`src/glb_cfg_pkg.sv`:
```
package glb_cfg_pkg;

    // ******************************************************************
    // sizing defaults
    // ******************************************************************

    localparam int DEFAULT_DATA_WIDTH = 32;  // bits per word.
    localparam int DEFAULT_BANK_WORDS = 64;  // words per bank, a power of two.
    localparam int DEFAULT_NUM_BANKS  = 3;   // any count of one or more.

    // ******************************************************************
    // address widths
    // ******************************************************************

    function automatic int local_addr_bits(input int bank_words);
        return (bank_words > 1) ? $clog2(bank_words) : 1;
    endfunction

    // a single bank still keeps a one bit index field.
    function automatic int bank_idx_bits(input int num_banks);
        return (num_banks > 1) ? $clog2(num_banks) : 1;
    endfunction

    function automatic int global_addr_bits(input int bank_words, input int num_banks);
        return local_addr_bits(bank_words) + bank_idx_bits(num_banks);
    endfunction

endpackage

```
`src/glb_cmd_pkg.sv`:
```
package glb_cmd_pkg;

    localparam int OP_WIDTH = 2;

    // command opcodes on the single command port.
    typedef enum logic [OP_WIDTH-1:0] {
        OP_NOP   = 2'd0,
        OP_READ  = 2'd1,
        OP_WRITE = 2'd2,
        OP_BCAST = 2'd3   // same word to one local address in every bank.
    } glb_op_e;

    // true for the opcodes that address a single bank through the bank field.
    function automatic logic op_targets_bank(input glb_op_e op);
        return (op == OP_READ) || (op == OP_WRITE);
    endfunction

endpackage

```
`src/glb_router.sv`:
```
module glb_router #(
    parameter int DATA_WIDTH = glb_cfg_pkg::DEFAULT_DATA_WIDTH,
    parameter int BANK_WORDS = glb_cfg_pkg::DEFAULT_BANK_WORDS,
    parameter int NUM_BANKS  = glb_cfg_pkg::DEFAULT_NUM_BANKS,
    localparam int LOCAL_AW  = glb_cfg_pkg::local_addr_bits(BANK_WORDS),
    localparam int BANK_IW   = glb_cfg_pkg::bank_idx_bits(NUM_BANKS),
    localparam int GLOBAL_AW = glb_cfg_pkg::global_addr_bits(BANK_WORDS, NUM_BANKS)
) (
    input  logic                   clk,
    input  logic                   reset,
    input  logic                   cmd_valid,
    input  glb_cmd_pkg::glb_op_e   cmd_op,
    input  logic [GLOBAL_AW-1:0]   cmd_addr,
    input  logic [DATA_WIDTH-1:0]  cmd_wdata,
    output logic [NUM_BANKS-1:0]   bank_read_en,
    output logic [NUM_BANKS-1:0]   bank_write_en,
    output logic [LOCAL_AW-1:0]    bank_addr,
    output logic [DATA_WIDTH-1:0]  bank_wdata,
    output logic                   rd_issue,
    output logic [BANK_IW-1:0]     rd_bank,
    output logic                   cmd_err
);

    import glb_cmd_pkg::*;

    logic [BANK_IW-1:0] bank_idx;
    logic               bank_legal;
    logic               is_read;
    logic               is_write;
    logic               is_bcast;

    // ******************************************************************
    // address split and decode
    // ******************************************************************

    assign bank_idx   = cmd_addr[GLOBAL_AW-1:LOCAL_AW];
    assign bank_addr  = cmd_addr[LOCAL_AW-1:0];
    assign bank_wdata = cmd_wdata;

    // the bank count need not fill the index field.
    assign bank_legal = (int'(bank_idx) < NUM_BANKS);

    assign is_read  = cmd_valid && (cmd_op == OP_READ);
    assign is_write = cmd_valid && (cmd_op == OP_WRITE);
    assign is_bcast = cmd_valid && (cmd_op == OP_BCAST);

    // an index past the last bank never matches a loop entry, so it gets no enable.
    always_comb begin
        bank_read_en  = '0;
        bank_write_en = '0;
        for (int i = 0; i < NUM_BANKS; i++) begin
            if (bank_idx == BANK_IW'(i)) begin
                bank_read_en[i]  = is_read;
                bank_write_en[i] = is_write;
            end
            if (is_bcast) begin
                bank_write_en[i] = 1'b1;  // broadcast ignores the bank field.
            end
        end
    end

    assign rd_issue = is_read && bank_legal;
    assign rd_bank  = bank_idx;

    // one cycle error pulse for a dropped read or write.
    always_ff @(posedge clk) begin
        if (reset) begin
            cmd_err <= 1'b0;
        end else begin
            cmd_err <= cmd_valid && op_targets_bank(cmd_op) && !bank_legal;
        end
    end

    // ******************************************************************
    // assertions
    // ******************************************************************

    // the collector tracks a single bank per read, so at most one bank is read.
    a_read_onehot: assert property (
        @(posedge clk) disable iff (reset)
        $onehot0(bank_read_en) && (rd_issue == (|bank_read_en))
    ) else $error("read enables are not one-hot or disagree with rd_issue.");

endmodule

```
`config.mk`:
```
export PLATFORM = sky130hd
export DESIGN_NAME = glb_router
export DESIGN_NICKNAME = d
export VERILOG_FILES = /design/src/glb_cfg_pkg.sv /design/src/glb_cmd_pkg.sv /design/src/glb_router.sv
export SDC_FILE = /design/constraint.sdc
export NUM_CORES = 1
export LEC_CHECK = 0
export ABC_AREA = 1
export BUFFER_PORTS_ARGS = -buffer_cell sky130_fd_sc_hd__clkbuf_2
export CAP_MARGIN = 10
export CORE_MARGIN = 2
export CORE_UTILIZATION = 24
export CTS_CLUSTER_DIAMETER = 100
export DETAILED_ROUTE_END_ITERATION = 10
export PLACE_DENSITY_LB_ADDON = 0.2
export SYNTH_ARGS = -nofsm -noshare
export SYNTH_HDL_FRONTEND = slang
export SYNTH_SLANG_ARGS = --single-unit
```
`constraint.sdc`:
```
create_clock -name clk -period 0.8 [get_ports clk]
set_input_delay 0.12 -clock clk [delete_from_list [all_inputs] [get_ports clk]]
set_output_delay 0.12 -clock clk [all_outputs]
set_load 0.1 [all_outputs]
```
After elaboration in Yosys (flattened, before gate mapping)
Index checks and enable logic that the tools add are counted.
- order comparisons: 1
- eq/ne operators: 5
- multiplexer cells: 9
- reductions and logical operators: 9
- operators by type and width (cell ; count):
    1-bit two-way mux ; 9
    2-bit equality test (second input constant) ; 3
    1-bit logical AND ; 6
    2-bit by 1-bit equality test with 1-bit output (second input constant) ; 2
    2-bit zero test ; 1
    2-bit less-than comparator (second input constant) ; 1
    1-bit zero test ; 1
    1-bit logical OR ; 1
- bits in registers: 1
- input bits: 45
- output and inout port bits: 48
- word-level logic and storage cells: 25

Depth between registers and ports, before layout
- depth after elaboration: 4
- gate-level depth with buffers: 6
- depth with buffers taken out: 6

Worst setup path after synthesis
OpenSTA, ideal clock, no wires.
- path kind: input -> output
- from: input port cmd_op[1]
- to: output port bank_read_en[0]
- arrival time: 2.396 ns
- slack: -1.716 ns
- cell stages on the path: 4
- buffers on the path: 0
- cells stage by stage: inv_1 > ha_1 > nand2_1 > nor3_1
- word-level cells in the longest chain between the ends: 3
- RTL lines (what ; line ; source):
    start, declared ; glb_router.sv:12 ; input glb_cmd_pkg::glb_op_e cmd_op,
    2-bit by 1-bit equality test with 1-bit output ; glb_router.sv:43 ; assign is_read = cmd_valid && (cmd_op == OP_READ);
    1-bit logical AND ; glb_router.sv:43 ;
    1-bit two-way mux ; glb_router.sv:52 ; if (bank_idx == BANK_IW'(i)) begin
    end, declared ; glb_router.sv:15 ; output logic [NUM_BANKS-1:0] bank_read_en,
No other way between the ends.

Final worst setup path
- from: input port cmd_op[1]
- to: output port bank_read_en[1]
Same word-level chain as after synthesis.

==> out/metrics.csv <==
metric,value,unit
run_status,"finished, violations left",
violations,negative setup slack,
routedWlPerCell,9.55,um
antenna_cells,0,
fmax,983,MHz
grt_pass1_wl,1.21,mm
worst_ep_arrival_time,0.90,ns
drv_cap,0,
initial_core_util,26.2,%
timing.final.max_slew_violations,0,
area_growth_syn_to_layout,54.2,%
viasPerCell,3.87,
yosys_warnings,0,
fp.dieW,47.9,um
powerDensity,672,mW/mm2
path_max_fanout,4,
post_route_cells_drive_above_1_share,84.6,%
critPathLaunchType,primary input,
hold_viol_final,0,
grt_pass1_vias,285,
reg_top3,cmd_err: 1 flops,
ys_seq_elements,1,
track_usage,6.99,%
top_register,cmd_err,
fin_nets,102,
n_fill_cell,184,
grt_max_degree,8,
dieArea,0.00229,mm2
gp_congestion,0.636,
syn_nets,118,
hold_class,in2out,
fin_hold_ws,0.240,ns
grt-ovfl-total,0,
crit_type,in2out,
slew-limit-headroom,86.6,%
regArea,21.3,um2
period_share,127,%
port_buffers,16,
end_kind,output port,
vias,298,
placementRows,15,
synthDistinctLibCells,9,
dp_hpwl,624,um
multi_input_area,290,um2
rsz0062_at_grt,true,
cts_hold_buf,0,
avgSynthCellArea,6.60,um2
die_y,47.9,um
io_pins,93,
drc_errors,0,
post-place-ws,-0.320,ns
synth_area,462,um2
first_iter_violations,0,
antenna_found_initial,0,
ant_nets,0,
timing.final.ws_setup,-0.217,ns
worst_slew_pin_slew,0.201,ns
p_leak,0.333,nW
first_pass_iters,1,
largest_register_ffs,1,
max-vdd-ir-drop,302,uV
crit_required,0.68,ns
core,0.00176,mm2
ys_seq_area_share,4.34,%
syn_inst,70,
post_cts_buffers,0,
setup_viol,7,
drt_wl_total,735,um
min_period,1.02,ns
worst max-delay path, cell delays in order:
cell	delay (ns)
clkbuf_16	0.14
inv_12	0.04
ha_4	0.14
nand2_8	0.07
nor3_4	0.17
buf_12	0.20
area by class of cell:
class / count / area share [%]
Timing Repair Buffer: 22 / 45.7
Multi-Input combinational cell: 22 / 40.8
Sequential cell: 1 / 2.99
Inverter: 7 / 6.15
Tap cell: 25 / 4.39
report_power, final:
part | total [W] | internal [W] | leakage [nW] | switching [W]
registers | 0.0000529 | 0.0000521 | 0.00858 | 0.000000780
clock network | 0 | 0 | 0 | 0
logic | 0.000425 | 0.000170 | 0.324 | 0.000255
final timing paths:
kind	start	endpoint	slack (ns)	depth (start not counted)
max	cmd_op[1]	bank_read_en[1]	-0.22	6
min	cmd_wdata[0]	bank_wdata[0]	0.24	0
stage by stage:
stage / setup TNS [ns] / utilization [%] / cell area, um2 / std cells / power (W)
after floorplan: -1.58 / - / 613 / 70 / 0.00118
after global placement: -2.09 / 35.8 / 632 / 77 / 0.000440
after detailed placement: -2.16 / 35.8 / 632 / 77 / 0.000439
after CTS: -1.61 / 38.8 / 684 / 77 / 0.000467
after global routing: -1.66 / 40.4 / 712 / 77 / 0.000500
final: -1.35 / 40.4 / 712 / 77 / 0.000478
logic make-up (layout without fill, tap and decap cells):
logic type,Yosys count,count (layout),synth area share (%)
AOI/OAI and AO/OA,1,1,1.08
and+or+nand+nor,18,18,15.7
buffers and inverters,47,29,70.7
DFF,1,1,4.34
adders and majority gates,3,3,8.13
timing repair:
item | 4_1_cts | 5_1_grt
cloned | 0 | 0
hold endpoints to repair | 0 | 0
endpoints found under the setup margin | 9 | 9
resized for setup | 10 | 8
pin swaps | 7 | 2
cell usage after synthesis, drive strengths merged:
| library cell | n | area [um2] |
|---|---|---|
| nor3 | 3 | 15.0 |
| dfxtp | 1 | 20.0 |
| nand3 | 1 | 5.00 |
| a21oi | 1 | 5.00 |
| buf | 40 | 300 |
| inv | 7 | 26.3 |
| ha | 3 | 37.5 |
| nand2 | 10 | 37.5 |
| nor2 | 4 | 15.0 |
placed cells by master (no fill, tap or decap):
| cell | n |
|---|---|
| ha_4 | 2 |
| nor2_2 | 1 |
| nand2_8 | 4 |
| clkbuf_8 | 2 |
| nand2_2 | 1 |
| clkbuf_16 | 1 |
| buf_12 | 11 |
| nand3_2 | 1 |
| inv_4 | 2 |
| nand2_1 | 1 |
| clkbuf_2 | 3 |
| nor3_4 | 3 |
| ha_1 | 1 |
| inv_12 | 1 |
| a21oi_4 | 1 |
| inv_1 | 3 |
| dfxtp_2 | 1 |
| nand2_4 | 4 |
| inv_2 | 1 |
| nor2_1 | 3 |
| buf_4 | 5 |
layer usage:
layer / up-vias / global-route usage, % / share of wire (%)
met5: - / 0 / 0
met4: 0 / 1.08 / 0.54
met3: 2 / 4.53 / 16
met2: 28 / 11.2 / 46
met1: 132 / 7.96 / 36
li1: 136 / - / -
Power figures use the tool's default switching activity.
