### config.mk
export PLATFORM = sky130hd
export DESIGN_NAME = glb_bank
export DESIGN_NICKNAME = d
export VERILOG_FILES = /design/src/glb_cfg_pkg.sv /design/src/sram_sp_model.sv /design/src/glb_bank.sv
export SDC_FILE = /design/constraint.sdc
export NUM_CORES = 2
export LEC_CHECK = 0
export ABC_AREA = 1
export BUFFER_PORTS_ARGS = -buffer_cell sky130_fd_sc_hd__clkbuf_2
export CAP_MARGIN = 20
export CORE_AREA = 2 2 404 406
export CTS_CLUSTER_DIAMETER = 80
export DETAILED_ROUTE_END_ITERATION = 8
export DIE_AREA = 0 0 406 408
export PLACE_DENSITY = 0.82
export SYNTH_ARGS = -nofsm -noshare
export SYNTH_HDL_FRONTEND = slang
export SYNTH_SLANG_ARGS = --single-unit
### constraint.sdc
create_clock -name clk -period 11.36 [get_ports clk]
set_clock_uncertainty 0.1 [all_clocks]
set_input_delay 1.704 -clock clk [delete_from_list [all_inputs] [get_ports clk]]
set_output_delay 1.704 -clock clk [all_outputs]
set_load 0.02 [all_outputs]
### src/glb_cfg_pkg.sv
package glb_cfg_pkg;

    // ******************************************************************
    // sizing defaults
    // ******************************************************************

    localparam int DEFAULT_DATA_WIDTH = 32;  // bits per word.
    localparam int DEFAULT_BANK_WORDS = 64;  // words per bank, a power of two.
    localparam int DEFAULT_NUM_BANKS  = 3;   // any count of one or more.

    // ******************************************************************
    // address widths
    // ******************************************************************

    function automatic int local_addr_bits(input int bank_words);
        return (bank_words > 1) ? $clog2(bank_words) : 1;
    endfunction

    // a single bank still keeps a one bit index field.
    function automatic int bank_idx_bits(input int num_banks);
        return (num_banks > 1) ? $clog2(num_banks) : 1;
    endfunction

    function automatic int global_addr_bits(input int bank_words, input int num_banks);
        return local_addr_bits(bank_words) + bank_idx_bits(num_banks);
    endfunction

endpackage

### src/sram_sp_model.sv
module sram_sp_model #(
    parameter int DATA_WIDTH = glb_cfg_pkg::DEFAULT_DATA_WIDTH,
    parameter int BANK_WORDS = glb_cfg_pkg::DEFAULT_BANK_WORDS,
    localparam int ADDR_WIDTH = glb_cfg_pkg::local_addr_bits(BANK_WORDS)
) (
    input  logic                  clk,
    input  logic                  read_en,
    input  logic                  write_en,
    input  logic [ADDR_WIDTH-1:0] addr,
    input  logic [DATA_WIDTH-1:0] data_in,
    output logic [DATA_WIDTH-1:0] data_out
);

    logic [DATA_WIDTH-1:0] mem [BANK_WORDS];

    // ******************************************************************
    // array access
    // ******************************************************************

    always_ff @(posedge clk) begin
        if (write_en) begin
            mem[addr] <= data_in;
        end
    end

    // q keeps its value between reads, as the macro output does.
    always_ff @(posedge clk) begin
        if (read_en) begin
            data_out <= mem[addr];
        end
    end

endmodule

### src/glb_bank.sv
module glb_bank #(
    parameter int DATA_WIDTH = glb_cfg_pkg::DEFAULT_DATA_WIDTH,
    parameter int BANK_WORDS = glb_cfg_pkg::DEFAULT_BANK_WORDS,
    localparam int ADDR_WIDTH = glb_cfg_pkg::local_addr_bits(BANK_WORDS)
) (
    input  logic                  clk,
    input  logic                  reset,
    input  logic                  read_en,
    input  logic                  write_en,
    input  logic [ADDR_WIDTH-1:0] addr,
    input  logic [DATA_WIDTH-1:0] data_in,
    output logic [DATA_WIDTH-1:0] data_out
);

    logic                  sram_read_en;
    logic                  read_en_d;
    logic [DATA_WIDTH-1:0] sram_q;
    logic [DATA_WIDTH-1:0] hold_q;

    assign sram_read_en = read_en & ~write_en;  // a write wins over a read.

    sram_sp_model #(
        .DATA_WIDTH (DATA_WIDTH),
        .BANK_WORDS (BANK_WORDS)
    ) u_sram (
        .clk      (clk),
        .read_en  (sram_read_en),
        .write_en (write_en),
        .addr     (addr),
        .data_in  (data_in),
        .data_out (sram_q)
    );

    // ******************************************************************
    // read return and hold
    // ******************************************************************

    // marks the cycle in which sram_q carries a fresh word.
    always_ff @(posedge clk) begin
        if (reset) begin
            read_en_d <= 1'b0;
        end else begin
            read_en_d <= sram_read_en;
        end
    end

    always_ff @(posedge clk) begin
        if (reset) begin
            hold_q <= '0;
        end else if (read_en_d) begin
            hold_q <= sram_q;  // capture the fresh word before the bus moves on.
        end
    end

    assign data_out = read_en_d ? sram_q : hold_q;

    // ******************************************************************
    // assertions
    // ******************************************************************

    // the router never asks one bank for a read and a write together.
    a_no_rw_overlap: assert property (
        @(posedge clk) disable iff (reset) !(read_en && write_en)
    ) else $error("bank got read_en and write_en in the same cycle.");

endmodule

After elaboration in Yosys (flattened, before gate mapping)
Memory sizes are Yosys's and may differ from the RTL's. A register that Yosys moved wholly into a read port is not among the register bits.
Index checks and enable logic that the tools add are counted.
{ "classes": {"n_mux": 3, "bitwise_logic": 2} }
{ "ops": {"columns": ["cell", "count"], "rows": [
  ["$mux W32", 1],
  ["$mux W1", 2],
  ["$and A1 B1 Y1", 1],
  ["$not A1 Y1", 1]
]} }
{ "totals": {"regBits": 33, "ram_bits": 2048, "input_bits": 42, "output_inout_bits": 32, "elab_cells": 8, "n_memories": 1} }
{ "mem_list": {"columns": ["memory", "depth", "width", "rd", "rd_clocked_by_memory_dff", "write_ports", "line_no", "rtl"], "rows": [
  ["u_sram.mem", 64, 32, 1, 1, 1, "sram_sp_model.sv:14", "logic [DATA_WIDTH-1:0] mem [BANK_WORDS];"]
]} }

Depth between registers and ports, before layout
{ "depth": {"depth_word": 2, "ltp_mapped": 15, "mapped_depth_nobuf": 11} }

Cells and area by module
Synthesis repeated with hierarchy kept, for this count alone.
{ "hier_totals": {"cells_unflattened": 8712, "area_unflattened_um2": 88653.8} }
{ "by_module_without_submodules": {"columns": ["mod", "instances", "cells_each", "area_each_um2", "seq_area_each_um2"], "rows": [
  ["sram_sp_model", 1, 8440, 86823.3, 62459.9],
  ["glb_bank", 1, 272, 1830.5, 660.6]
]} }

Worst setup path before layout
OpenSTA, ideal clock, no wires.
{ "synth_timing": {"path_type": "input-to-reg", "from": "in addr[0]", "to": "mem u_sram.mem[41][0] (netlist bit) (enable)", "setup_ns": 0.502, "arrival_ns": 5.487, "required_time_ns": 10.758, "slack_ns": 5.271, "cell_stages": 6, "n_path_buf": 4, "path_cell_list": "buf_4 inv_2 buf_6 buf_4 buf_2 nor4_1"} }
{ "synth_lines": {"columns": ["element", "line_no", "rtl"], "rows": [
  ["start, declared", "glb_bank.sv:10", "input logic [ADDR_WIDTH-1:0] addr,"],
  ["end, declared", "sram_sp_model.sv:14", null]
]} }
Straight into the memory's write port.

Worst setup path in the final report
{ "layout_timing": {"from": "in addr[0]", "to": "mem u_sram.mem[12][16] (netlist bit) (enable)"} }
Straight into the memory's write port.

==> summary.md <==
| Metric | Value |
|---|---|
| Status | `finished, final reports clean` |
| Sequential fraction of the synthesis area | `71.7%` |
| Clk slew on worst S/H paths | `0.06 ns` |
| Hold EP | `hold_q[23]$_SDFF_PP0_` |
| Max Cap Viol | `0` |
| Grt total ovfl | `0` |
| Clock power frac | `40.0%` |
| Crit Path Class | `in2reg` |
| CTS tree | `done` |
| Pin count of the biggest net entering global routing | `204` |
| Post_cts resized | `0` |
| Layout cell share with drive strength beyond 1 | `6.66%` |
| Post-DP Area | `90900 µm²` |
| Skew-Pair Late Insertion Delay | `0.87 ns` |
| Layout Area Growth over Synthesis | `10.4%` |
| Final hold viol count | `0` |
| Worst Path Arrival | `5.80 ns` |
| Internal | `between 10 and 15 mW` |
| DP HPWL | `127 mm` |
| Fin crit period | `about 5.4 ns` |
| Tcrit/Tclk final | `47.4%` |
| Die area | `166000 µm²` |
| Yosys top cell area share | `70.9%` |
| IO Port Bufs | `73` |
| Crit path max fanout | `203` |
| Drt initial violations | `9357` |
| DRT antenna net count | `0` |
| Setup TNS | `0 ns` |
| CP Cell Sequence | `buf_8 -> inv_8 -> buf_12 -> nand3_1 -> nor2_4 -> buf_4` |
| Worst hold stages | `2` |
| Cts bufs inserted | `a little under 200` |
| Reg power frac | `approximately 54%` |
| Nets@finish | `roughly 8600` |
| Routed WL per cell | `21.9 µm` |
| Syn_nets | `8658` |
| Root Buffer | `clkbuf_16` |
| RSZ-0062 raised after global routing | `no` |
| Drt first pass iters | `6` |
| Pins Over Slew Limit | `0` |
| Power density cells | `about 170 nW/µm²` |
| Critical-path top delay cell | `nand3_1` |
| Peak ir drop on the vdd network | `approximately 0.00018 V` |
| Die Wd | `406 µm` |
| Setup bufs post-CTS | `0` |
| Worst Setup End Kind | `register` |
| Hold wc startpoint | `hold_q[23]$_SDFF_PP0_` |
| First-pass GRT wire length | `between 300 and 400 mm` |
| Clk sinks | `2113` |
| Syn Inst Count | `roughly 8600` |
| Sw Share | `22.8%` |
| I/O pin count | `74` |
| CP Data Required Time | `between 10 and 15 ns` |
| Dpl cells | `10600` |
| Total number of vias | `62300` |
| Die Height | `approximately 400 µm` |
| Area leader, netlist | `edfxtp_1` |
| Core area | `162000 µm²` |
| Non-Filler Instances | `10900` |
| Switching Power | `about 3.7 mW` |
| Synth area leaders | `edfxtp_1 71%, nand2_1 25%, buf_2 1.3%` |
| Leak pwr | `40.6 nW` |
| Reg2reg start | `u_sram.mem[16][13]$_DFFE_PP_` |
| R2R setup slack | `9.30 ns` |
| RePlAce Congestion | `just under 0.9` |
| Post-synth EDFFs | `2080` |
| Final Power | `16.1 mW` |
| Crit path largest cell delay | `approximately 1.1 ns` |
| DRC violations left | `0` |
| Critical path startpoint category | `input port` |
| Synth Flop Type | `edfxtp_1` |
| Seq cells post-synth | `2113` |
| DRT Wirelength | `~240 mm` |
| Commonest non-fill, non-tap cell in the layout | `nand2_1` |
| Depth of the worst register-to-register path | `10` |
| Yosys warnings | `0` |
| Hold WC Path Type | `reg2reg` |
| Cell Rows | `between 100 and 150` |
| Post-synthesis cell type count | `22` |
| Relative slew margins | `24.5%` |
| R2R Path End | `u_sram.data_out[13]$_DFFE_PP_` |
| Final setup fails | `0` |
| Final instance area | `97200 µm²` |
| Vias in the first global route | `approximately 61000` |
| H-tree levels | `4` |
| Commonest cells after routing, fill and taps aside | `5824 x nand2_1, 2080 x edfxtp_1, 197 x clkbuf_16, 142 x buf_4, 75 x nor2_1` |
| Initial antenna violation count | `7` |
| Detailed-route vias per instance | `5.70` |
| Overall routing resource usage | `28.6%` |
| Achievable Freq | `around 190 MHz` |
| FFs w/ async S/R, synth | `0%` |
| Avg Cell Area, Syn | `10.2 µm²` |
| Synthesized area | `a little under 90000 µm²` |
| Worst Max-Slew Pin Slew | `1.13 ns` |
| Initial core utilization | `54.5%` |
| Cts hold-fix bufs | `0` |
| Max Root-Sink Buffers | `3` |
| Logic pwr share | `6.2%` |
-- routing by layer --
layer,GRT usage (%),part of all wire (%),up-vias,wire [µm]
met3,6.70,13,745,31600
met1,37.6,36,29300,85400
met5,0,0.015,-,36
li1,-,-,27800,-
met4,13.3,4.8,6,11400
met2,45.2,46,4459,111000
-- kinds of logic (layout without fill, tap and decap cells) --
kind of cell / Yosys count / after routing / share of synthesized area, %
buffers and inverters: 465 / 607 / 2.40
flip-flops: 2113 / 2113 / 71.7
AND/OR/NAND/NOR: 5994 / 5994 / 25.7
AO/OA/AOI/OAI: 44 / 44 / 0.264
other: 0 / 3 / 0
-- power by group through the flow --
stage / Combinational [mW] / Clock, mW / Sequential [mW]
after floorplan: 0.560 / 0 / 8.80
after global placement: 0.931 / 0 / 8.81
after detailed placement: 0.959 / 0 / 8.81
after CTS: 0.973 / 6.44 / 8.65
after global routing: 1.08 / 6.74 / 8.65
final: 0.998 / 6.44 / 8.65
-- how the worst max path moves through the flow --
stage / start / to / slack [ns] / depth (start not counted)
3_5_place_dp: addr[0] / u_sram.mem[38][20]$_DFFE_PP_ / 5.01 / 6
6_report: addr[0] / u_sram.mem[12][16]$_DFFE_PP_ / 5.97 / 6
2_1_floorplan: addr[0] / u_sram.mem[41][0]$_DFFE_PP_ / 5.27 / 6
5_1_grt: addr[0] / u_sram.mem[16][27]$_DFFE_PP_ / 5.89 / 6
4_1_cts: addr[0] / u_sram.mem[38][23]$_DFFE_PP_ / 5.90 / 6
3_3_place_gp: addr[0] / u_sram.mem[38][14]$_DFFE_PP_ / 5.08 / 6
-- through the flow --
step | hold slack (ns) | setup WS, ns | util (%)
final | 0.371 | 5.97 | 60.1
after CTS | 0.371 | 5.90 | 60.1
after global routing | 0.397 | 5.89 | 60.1
after global placement | 0.356 | 5.08 | 56.2
after floorplan | 0.347 | 5.27 | -
after detailed placement | 0.361 | 5.01 | 56.2
-- registers in the layout (all words and copies together), names as in the netlist --
register,cells
u_sram.mem,2048
hold_q,32
u_sram.data_out,32
read_en_d,1
-- worst max-delay path: cells and delay by family --
family                 cells  cell delay (ns)
buffers and inverters      4             1.95
AND/OR/NAND/NOR            2             1.86
-- synthesized netlist by cell type (4+ instances only) --
cell type     n
nand3_1      13
o211ai_1      5
buf_2       234
nor2_1      138
nand2_1    5824
clkbuf_1    142
or2_2         5
buf_6         4
nor3_2        7
o21ai_0       5
dfxtp_1      33
buf_1        41
inv_1        18
a21oi_1      32
inv_2        14
buf_4        12
edfxtp_1   2080
-- final cells by class --
class / count / area (µm²)
clock inverters: 103 / 1020
inverters: 32 / 143
diodes: 3 / 7.51
multi-input cells: 6038 / 23400
flip-flops and latches: 2113 / 63100
fillers: 11800 / 64400
clock buffers: 248 / 5200
well taps: 2175 / 2720
repair buffers: 224 / 1650
(Power assumes the default switching activity.)
