`src/glb_cfg_pkg.sv`:
```
package glb_cfg_pkg;

    // ******************************************************************
    // sizing defaults
    // ******************************************************************

    localparam int DEFAULT_DATA_WIDTH = 32;  // bits per word.
    localparam int DEFAULT_BANK_WORDS = 64;  // words per bank, a power of two.
    localparam int DEFAULT_NUM_BANKS  = 3;   // any count of one or more.

    // ******************************************************************
    // address widths
    // ******************************************************************

    function automatic int local_addr_bits(input int bank_words);
        return (bank_words > 1) ? $clog2(bank_words) : 1;
    endfunction

    // a single bank still keeps a one bit index field.
    function automatic int bank_idx_bits(input int num_banks);
        return (num_banks > 1) ? $clog2(num_banks) : 1;
    endfunction

    function automatic int global_addr_bits(input int bank_words, input int num_banks);
        return local_addr_bits(bank_words) + bank_idx_bits(num_banks);
    endfunction

endpackage

```
`src/glb_collector.sv`:
```
module glb_collector #(
    parameter int DATA_WIDTH = glb_cfg_pkg::DEFAULT_DATA_WIDTH,
    parameter int NUM_BANKS  = glb_cfg_pkg::DEFAULT_NUM_BANKS,
    localparam int BANK_IW   = glb_cfg_pkg::bank_idx_bits(NUM_BANKS)
) (
    input  logic                  clk,
    input  logic                  reset,
    input  logic                  rd_issue,
    input  logic [BANK_IW-1:0]    rd_bank,
    input  logic [DATA_WIDTH-1:0] bank_rdata [NUM_BANKS],
    output logic [DATA_WIDTH-1:0] rdata,
    output logic                  rdata_valid
);

    logic [BANK_IW-1:0] last_bank;

    // ******************************************************************
    // read tracking
    // ******************************************************************

    // the banks answer one cycle after the read, which matches this register.
    always_ff @(posedge clk) begin
        if (reset) begin
            rdata_valid <= 1'b0;
        end else begin
            rdata_valid <= rd_issue;
        end
    end

    always_ff @(posedge clk) begin
        if (reset) begin
            last_bank <= '0;
        end else if (rd_issue) begin
            last_bank <= rd_bank;
        end
    end

    // each bank holds its last read word, so this mux alone keeps rdata
    // stable between reads.
    assign rdata = bank_rdata[last_bank];

    // ******************************************************************
    // assertions
    // ******************************************************************

    // the router only issues reads to banks that exist.
    a_last_bank_range: assert property (
        @(posedge clk) disable iff (reset) int'(last_bank) < NUM_BANKS
    ) else $error("last read bank %0d is past the last bank.", last_bank);

endmodule

```
`config.mk`:
```
export PLATFORM = sky130hd
export DESIGN_NAME = glb_collector
export DESIGN_NICKNAME = d
export VERILOG_FILES = /design/src/glb_cfg_pkg.sv /design/src/glb_collector.sv
export SDC_FILE = /design/constraint.sdc
export NUM_CORES = 1
export LEC_CHECK = 0
export BUFFER_PORTS_ARGS = -buffer_cell sky130_fd_sc_hd__buf_4
export CAP_MARGIN = 10
export CORE_MARGIN = 1
export CORE_UTILIZATION = 32
export DETAILED_ROUTE_END_ITERATION = 8
export PLACE_DENSITY_LB_ADDON = 0.2
export SETUP_SLACK_MARGIN = 0.2
export SLEW_MARGIN = 30
export SYNTH_ARGS = -nofsm -noshare
export SYNTH_HDL_FRONTEND = slang
export SYNTH_SLANG_ARGS = --single-unit
export TNS_END_PERCENT = 1
```
`constraint.sdc`:
```
create_clock -name clk -period 1.15 [get_ports clk]
set_input_delay 0.0575 -clock clk [delete_from_list [all_inputs] [get_ports clk]]
set_output_delay 0.0575 -clock clk [all_outputs]
set_load 0.01 [all_outputs]
```
### After elaboration in Yosys (flattened, before gate mapping)

Index checks and enable logic that the tools add are counted.
W data, S select, Z words.

| storage, ports and cells | value |
|---|---|
| output and inout port bits | 33 |
| bits in registers | 3 |
| input port bits | 101 |

| cells by class | value |
|---|---|
| order comparisons | 1 |
| bitwise gates (word level) | 1 |
| multiplexer cells | 3 |

Operators with widths:

| operator | count |
|---|---|
| $bmux W32 S2 | 1 |
| $mux W32 | 2 |
| $ge A3 B3 Y1 const B | 1 |
| $not A2 Y3 | 1 |

### Logic depth before layout (Yosys ltp)

Gate-level depths: netlist (run 1).

| logic depth | value |
|---|---|
| word-level depth | 4 |
| gate-level depth with buffers | 5 |

### Worst setup path before layout (run 1)

No wires, ideal clock.

| timing path | value |
|---|---|
| path kind | reg2out |
| start point | reg last_bank[1] |
| end point | out rdata[0] |
| arrival | 0.921 ns |
| stages on the path, launching flop included | 6 |
| data required time | 1.092 ns |
| buffers on the path | 3 |
| setup slack | 0.172 ns |
| cell sequence | dfxtp_1 -> buf_4 -> nor2b_4 -> buf_6 -> buf_12 -> o2bb2ai_2 |

| on the way | value |
|---|---|
| cells in the longest elaborated chain, start to end | 4 |

RTL lines:

| element | RTL line | RTL |
|---|---|---|
| start: declaration | glb_collector.sv:15 | `logic [BANK_IW-1:0] last_bank;` |
| start signal: assignment | glb_collector.sv:34 | `last_bank <= rd_bank;` |
| $not A2 Y3 (implied by the code) | glb_collector.sv:40 | `assign rdata = bank_rdata[last_bank];` |
| $bmux W32 S2 | glb_collector.sv:40 |  |
| $mux W32 (implied by the code) (2 in a row) | glb_collector.sv:40 |  |
| end: declaration | glb_collector.sv:11 | `output logic [DATA_WIDTH-1:0] rdata,` |

No other way between the ends. The select of a mux whose other input is x is not followed.

### Final worst setup path (run 1)

| timing path | value |
|---|---|
| start point | reg last_bank[0] |
| end point | out rdata[14] |

The elaborated chain is that of the path after synthesis.

==> out/results.env, run 1 <==
MAXSLEWVIOLCOUNT=0
DRT-TOTAL-WL_MM=3.63
WORST_IR_DROP_VDD_mV=0.371
R2R.WORST_PATH.CELLS=3
SYNTH.LARGEST_AREA_CELL='sky130_fd_sc_hd__o2bb2ai_2'
DRTITER0DRC=60
WORST_SLEW_MARGIN_REL_PCT=82.7
SETUP_TNS_PS=-5300
CORE_AREA_MM2=0.00305
YOSYSWARNINGCOUNT=0
DRT.ANTENNA.VIOLATING_NETS=0
XOR_XNOR_SHARE_OF_THE_SYNTHESIZED_AREA_PCT=0
ANTENNA_FOUND_INITIAL=0
POSTLAYOUTCOREUTIL_PCT=70.5
SYNTHARSTFLOPSHARE_PCT=0
WHS_PATH_DEPTH=3
DIEWIDTH_UM=58.9
GRT_FIRST_PASS_WIRELENGTH_MM=5.07
CTS_BUFFERS=3
FINALHOLDVIOLATIONS=0
FINALWEIGHTEDCONGESTION=0.712
VIAS=1293
WORST_CLOCK_SKEW_PS=0
LARGEST_NET_DEGREE_AT_THE_START_OF_GLOBAL_ROUTING=27
FINAL_NETS=320
ENDPOINT_KIND='primary output'
SYNTH_ENABLE_FLOP_CELLS=0
HP-CLASS='in2reg'
PORT_BUFFERS=133
IOPINCOUNT=134
CP_CELL_SEQUENCE='buf_12 -> mux2i_2 -> o2bb2ai_2 -> buf_4'
WORST-ENDPOINT-REQUIRED_PS=1090
SYNTH_TOP_FLOP_CELL='sky130_fd_sc_hd__dfxtp_1'
SYN-NUM-NETS=186
CTS.REPAIR_TIMING.SETUP_BUFFER_COUNT=0
HOLD_SLACK_PS=61.8
GR-TOTAL-OVERFLOW=0
POST-SYNTH-TOP-AREA-FRACTION_PCT=43.5
GRT.TOTAL_USAGE_PCT=18.7
CLK_PIN_SLEW_PS=40
DRT_FIRST_PASS_ITERS=3
CTS-HTREE-LEVELS=1
ACHIEVABLE-FREQUENCY_MHz=745
POWERDENSITY_mW_PER_MM2=572
VIAS_PER_CELL=4.94
POST_SYNTH_MOST_FREQUENT_CELLS='sky130_fd_sc_hd__mux2i_1, sky130_fd_sc_hd__o2bb2ai_2, sky130_fd_sc_hd__buf_6'
CRITICALPATHCATEGORY='reg2out'
INITIAL_UTILIZATION_PCT=33.9
RR_ENDPOINT='last_bank[1]'
DP.FINAL_HPWL_MM=2.87
FAILED_CHECKS='setup timing'
SYNTHADDERAREAFRAC_PCT=0
CLOCKBUFFERDEPTH=2
YOSYS.CELL_COUNT.TOP_TYPE='sky130_fd_sc_hd__mux2i_1'
SYNTH_SIMPLE_GATE_AREA_SHARE_PCT=2.66
GRT_SETUP_UNREPAIRED='yes'
WIRE_PER_INST_UM=13.9
FINAL_LAYOUT_SIZE_SUFFIX_GT1_SHARE_PCT=86.2
R2R-START='last_bank[1]'
POSTPLACECELLAREA_MM2=0.00205
WORST_SLACK_PS=-193
FINAL_WORST_PATH_CYCLE_SHARE_PCT=117
SYNTH-COMPOUND-AREA-SHARE_PCT=45.2
CRIT_PATH_START_KIND='register'
SKEW_PAIR_LATE_INSERTION_DELAY_PS=230
SYNTH-SEQ-AREA-SHARE_PCT=5.80
MAX_STAGE_DELAY_ON_CRIT_PATH_PS=400
REG2REG_SETUP_SLACK_PS=280
CRITICAL_PATH.SLOWEST_CELL='sky130_fd_sc_hd__dfxtp_4'
TOTAL_POWER_OF_THE_FINAL_LAYOUT_mW=1.23
SYNTH_AREA_LEADERS='sky130_fd_sc_hd__o2bb2ai_2, sky130_fd_sc_hd__mux2i_1, sky130_fd_sc_hd__buf_12'
WORST_SLEW_PIN_SLEW_PS=260
MIN_FROM='rd_bank[1]'
PORTION_OF_NETLIST_AREA_OCCUPIED_BY_MUX_CELLS_PCT=32.9
SYNTH_TOP_FAMILY_BY_AREA='compound AO/OA/AOI/OAI gates'
FINAL_MIN_PERIOD_PS=1340
ROWS=20
AREA.GROWTH.SYNTH_TO_FINAL_PCT=108
SYNTH_CELL_TYPE_COUNT=11
FLOORPLAN.DIE_AREA_MM2=0.00347
LEAKAGE_nW=0.985
POST_SYNTH.CELL_AREA_AVG_UM2=12.2
FP.DIEH_UM=58.9
NUMCLOCKSINKS=3
ANTENNA-DIODE-COUNT=0
TRITONCTS='done'
TIMING.MAX_CAP.VIOLATIONS=0
POSTLAYOUTCELLAREA_MM2=0.00215
CTS_ROOT_BUF='sky130_fd_sc_hd__clkbuf_4'
WORST-ENDPOINT-ARRIVAL_PS=1290
RESULT_OF_THE_RUN='finished, violations left'
DETAIL_ROUTE.DRC_VIOLATIONS=0
MIN_DELAY_WORST_ENDPOINT='last_bank[1]'
SYNTH_SEQ_CELLS=3
SETUP_VIOL_COUNT_FINAL=32
POST_SYNTH_INST_COUNT=85
CELL_AREA_AFTER_TECHNOLOGY_MAPPING_MM2=0.00103
CP_MAX_FO=13
FIRST_GLOBAL_VIAS=1229
==> per-stage QoR <==
step	std cells	worst slack [ps]
finish	262	-193
global route	262	-249
CTS	262	-199
detailed placement	257	-10.2
global placement	257	32.4
floorplan	85	172
==> cells by family (layout without fill, tap and decap cells) <==
| family | count (synthesis) | after routing |
|---|---|---|
| flip-flops | 3 | 3 |
| AO/OA/AOI/OAI | 32 | 32 |
| AND/OR/NAND/NOR | 4 | 4 |
| multiplexers | 34 | 34 |
| buffers and inverters | 12 | 145 |
==> flip-flops by register name, indices dropped and copies added, names as in the netlist <==
register     flops
last_bank        2
rdata_valid      1
==> power by group <==
group	total (mW)	internal, mW	switching [mW]
logic	0.925	0.565	0.360
registers	0.119	0.111	0.00888
clock network	0.187	0.130	0.0570
==> worst max-delay path, delay by kind of cell (launching register included) <==
family	cells	cell delay, ps
multiplexers	1	240
AO/OA/AOI/OAI	1	80
flip-flops	1	400
buffers and inverters	2	320
==> cell usage in the layout, fill, tap and decap left out <==
master                          instances
sky130_fd_sc_hd__dfxtp_1                1
sky130_fd_sc_hd__mux2i_4                1
sky130_fd_sc_hd__dfxtp_2                1
sky130_fd_sc_hd__o2bb2ai_1              1
sky130_fd_sc_hd__clkbuf_1               1
sky130_fd_sc_hd__nor2b_4                1
sky130_fd_sc_hd__dfxtp_4                1
sky130_fd_sc_hd__buf_6                  1
sky130_fd_sc_hd__nor2_1                 2
sky130_fd_sc_hd__nor2b_1                1
sky130_fd_sc_hd__mux2i_1               23
sky130_fd_sc_hd__buf_12                 4
sky130_fd_sc_hd__mux2i_2               10
sky130_fd_sc_hd__buf_4                135
sky130_fd_sc_hd__dlygate4sd3_1          1
sky130_fd_sc_hd__clkbuf_4               3
sky130_fd_sc_hd__o2bb2ai_2             31
==> how the worst max path moves through the flow <==
stage,startpoint,endpoint,depth (start not counted)
after floorplan,last_bank[1],rdata[0],5
after global placement,last_bank[0],rdata[0],4
after detailed placement,last_bank[0],rdata[10],4
after CTS,last_bank[0],rdata[25],4
after global routing,last_bank[0],rdata[3],4
final,last_bank[0],rdata[14],4
==> layer usage <==
| layer | GRT usage (%) | routed length (µm) |
|---|---|---|
| met1 | 16.9 | 1200 |
| met2 | 39.8 | 2020 |
| met3 | 4.40 | 390 |
| met4 | 5.10 | 13 |
| met5 | 0 | 0 |
==> timing repair <==
action,CTS,global route
resized for setup,4,11
hold endpoints to repair,3,0
endpoints found under the setup margin,33,32
hold buffers,1,0
pin swaps,6,3
==> final cells by class <==
type	instances	area, µm²
tap	44	55.1
sequential	3	65.1
multi-input combinational	70	892
fill	236	900
clock buffer	4	26.3
timing repair buffer	141	1110
Note: power is estimated with default switching activity, not from simulation.
==> inputs of run 2 (changes only) <==
- PLACE_DENSITY: unset -> 0.88
- PLACE_DENSITY_LB_ADDON: 0.2 -> unset
==> run 2 against run 1 <==
  * The flow still finishes with violations (setup timing)
  * Register-to-register slack improved by 40 ps
  * Flip-flop and latch count unchanged
  * Total power down 1.4%
  * Fmax decreased by 0.97%
  * Via count fell by 1.5%
  * Die area stayed put
  * Combinational power is 1% lower
  * Sequential share of layout area about the same
  * Global-route usage grew 0.23 points
  * Count of clock-buffer cells in the layout stayed put
  * Routed wire length fell by 0.58%
  * Critical path type unchanged
==> out/results.env, run 2 (synthesis results as in run 1) <==
LARGEST_REGISTER='last_bank'
DRT-TOTAL-WL_MM=3.61  # -0.58%
GR-TOTAL-OVERFLOW=0  # unchanged
POSTLAYOUTCELLAREA_MM2=0.00214  # -0.64%
DRT_FIRST_PASS_ITERS=3  # unchanged
NUMCLOCKSINKS=3  # unchanged
WORST-ENDPOINT-REQUIRED_PS=1090  # about the same
MOSTFREQUENTLAYOUTCELL='sky130_fd_sc_hd__buf_4'
HOLD_SLACK_PS=75.2  # +13.5 ps
DETAIL_ROUTE.DRC_VIOLATIONS=0  # unchanged
DRTITER0DRC=59  # -1.7%
COMB_POWER_SHARE_PCT=75.4  # +0.3 points
CP_MAX_FO=14  # +1
LARGEST_REGISTER_FFS=2  # unchanged
WORST_CLOCK_SKEW_PS=0  # unchanged
ANTENNA_FOUND_INITIAL=0  # unchanged
CORE_AREA_MM2=0.00305  # unchanged
LEAKAGE_nW=0.979  # -0.64%
WIRE_PER_INST_UM=13.8  # -0.58%
FINALWEIGHTEDCONGESTION=0.689  # -3.3%
CLK_PIN_SLEW_PS=40  # about the same
POWER.SWITCHING_FRACTION_PCT=34.1  # -0.48 points
DP.FINAL_HPWL_MM=2.94  # +2.3%
FP.DIEH_UM=58.9  # unchanged
POWER.CLOCK.FRACTION_PCT=14.8  # -0.4 points
TOP_REGS='last_bank x2, rdata_valid x1'
TRITONCTS='done'
WORST_IR_DROP_VDD_mV=0.470  # +27%
CTS_ROOT_BUF='sky130_fd_sc_hd__clkbuf_4'
RESULT_OF_THE_RUN='finished, violations left'
LAYOUT.CELLS.MOST_COMMON_LIST='sky130_fd_sc_hd__buf_4, sky130_fd_sc_hd__o2bb2ai_2, sky130_fd_sc_hd__mux2i_1, sky130_fd_sc_hd__mux2i_2'
WORST_SLEW_PIN_SLEW_PS=214  # -45.4 ps
DP_CELLS=257  # unchanged
CRITICALPATHCATEGORY='reg2out'
TOTAL_POWER_OF_THE_FINAL_LAYOUT_mW=1.21  # -1.4%
ROWS=20  # unchanged
HP-CLASS='in2reg'
VIAS=1273  # -1.5%
FIRST_GLOBAL_VIAS=1170  # -4.8%
CTS_BUFFERS=3  # unchanged
SETUP_VIOL_COUNT_FINAL=32  # unchanged
WORST-ENDPOINT-ARRIVAL_PS=1300  # about the same
IOPINCOUNT=134  # unchanged
MAXSLEWVIOLCOUNT=0  # unchanged
ENDPOINT_KIND='primary output'
POWERDENSITY_mW_PER_MM2=568  # -0.78%
GRT_SETUP_UNREPAIRED='yes'
ACHIEVABLE-FREQUENCY_MHz=737  # -0.97%
WORST_SLEW_MARGIN_REL_PCT=85.3  # +2.6 points
VIAS_PER_CELL=4.86  # -1.5%
INTERNAL_POWER_mW=0.800  # -0.69%
TIMING.MAX_CAP.VIOLATIONS=0  # unchanged
FAILED_CHECKS='setup timing'
NET-SWITCHING-POWER_mW=0.414  # -2.8%
DRT.ANTENNA.VIOLATING_NETS=0  # unchanged
POWER.SEQUENTIAL.FRACTION_PCT=9.7  # about the same
FINAL_LAYOUT_SIZE_SUFFIX_GT1_SHARE_PCT=84.4  # -1.8 points
LARGEST_NET_DEGREE_AT_THE_START_OF_GLOBAL_ROUTING=23  # -15%
ANTENNA-DIODE-COUNT=0  # unchanged
SETUP_TNS_PS=-4820  # +488 ps
SKEW_PAIR_LATE_INSERTION_DELAY_PS=230  # about the same
INITIAL_UTILIZATION_PCT=33.9  # unchanged
CTS.REPAIR_TIMING.SETUP_BUFFER_COUNT=0  # unchanged
FLOORPLAN.DIE_AREA_MM2=0.00347  # unchanged
CRIT_PATH_START_KIND='register'
POSTPLACECELLAREA_MM2=0.00204  # -0.61%
FINAL_WORST_PATH_CYCLE_SHARE_PCT=118  # +1.1 points
FINAL_MIN_PERIOD_PS=1360  # +13.1 ps
WORST_SLACK_PS=-206  # -13.1 ps
FINAL_NETS=320  # unchanged
PORT_BUFFERS=133  # unchanged
GRT.TOTAL_USAGE_PCT=18.9  # +0.23 points
CTS-HTREE-LEVELS=1  # unchanged
CLOCKBUFFERDEPTH=2  # unchanged
AREA.GROWTH.SYNTH_TO_FINAL_PCT=107
DIEWIDTH_UM=58.9  # unchanged
GRT_FIRST_PASS_WIRELENGTH_MM=5.03  # -0.81%
LAYOUT.CELLS.NON_FILLER=262  # unchanged
FINALHOLDVIOLATIONS=0  # unchanged
## run 2: cell counts in the layout (fill, tap and decap cells not counted)
No cell type changed its count.
## run 2: critical path, cell delays in order (launching register included)
cell,delay (ps)
sky130_fd_sc_hd__dfxtp_4,390
sky130_fd_sc_hd__buf_12,180
sky130_fd_sc_hd__mux2i_1,270
sky130_fd_sc_hd__o2bb2ai_2,90
sky130_fd_sc_hd__buf_4,140
## run 2: power groups by stage
stage	combinational, mW	sequential (mW)	clock [mW]
after global routing	0.975	0.119	0.194
after detailed placement	0.886	0.120	0
after global placement	0.873	0.120	0
final	0.916	0.118	0.180
after floorplan	0.410	0.115	0
after CTS	0.901	0.118	0.186
## run 2: per-layer routing
metal	share of wire, %	wire (µm)	track usage (%)
met5	0	0	0
met4	0.11	4	4.08
met3	11	387	3.74
met2	55	1980	37.2
met1	34	1240	20.5
## run 2: what timing repair did
item | in CTS | in global routing
endpoints found under the hold margin | 3 | 0
endpoints found under the setup margin | 33 | 33
pin swaps | 9 | 3
hold buffers | 1 | 0
gates resized for setup | 6 | 8
cloned | 0 | 0
## run 2: final timing paths
path,from,to,slack (ps),cells past startpoint
max reg2reg,last_bank[1],last_bank[1],320,3
max,last_bank[0],rdata[16],-210,4
min,rd_bank[1],last_bank[1],80,3
min reg2reg,last_bank[1],last_bank[1],750,3
## run 2: per-stage QoR
step,setup WS [ps],utilization (%)
5_1_grt,-248,70.1
2_1_floorplan,172,-
4_1_cts,-200,68.8
3_3_place_gp,29.1,66.9
3_5_place_dp,1.12,66.9
6_report,-206,70.1
## run 2: area by class of cell
cell class,instances,area (µm²)
multi-input cells,70,883
fillers,258,913
repair buffers,141,1110
well taps,44,55.1
clock buffers,4,26.3
flip-flops and latches,3,65.1
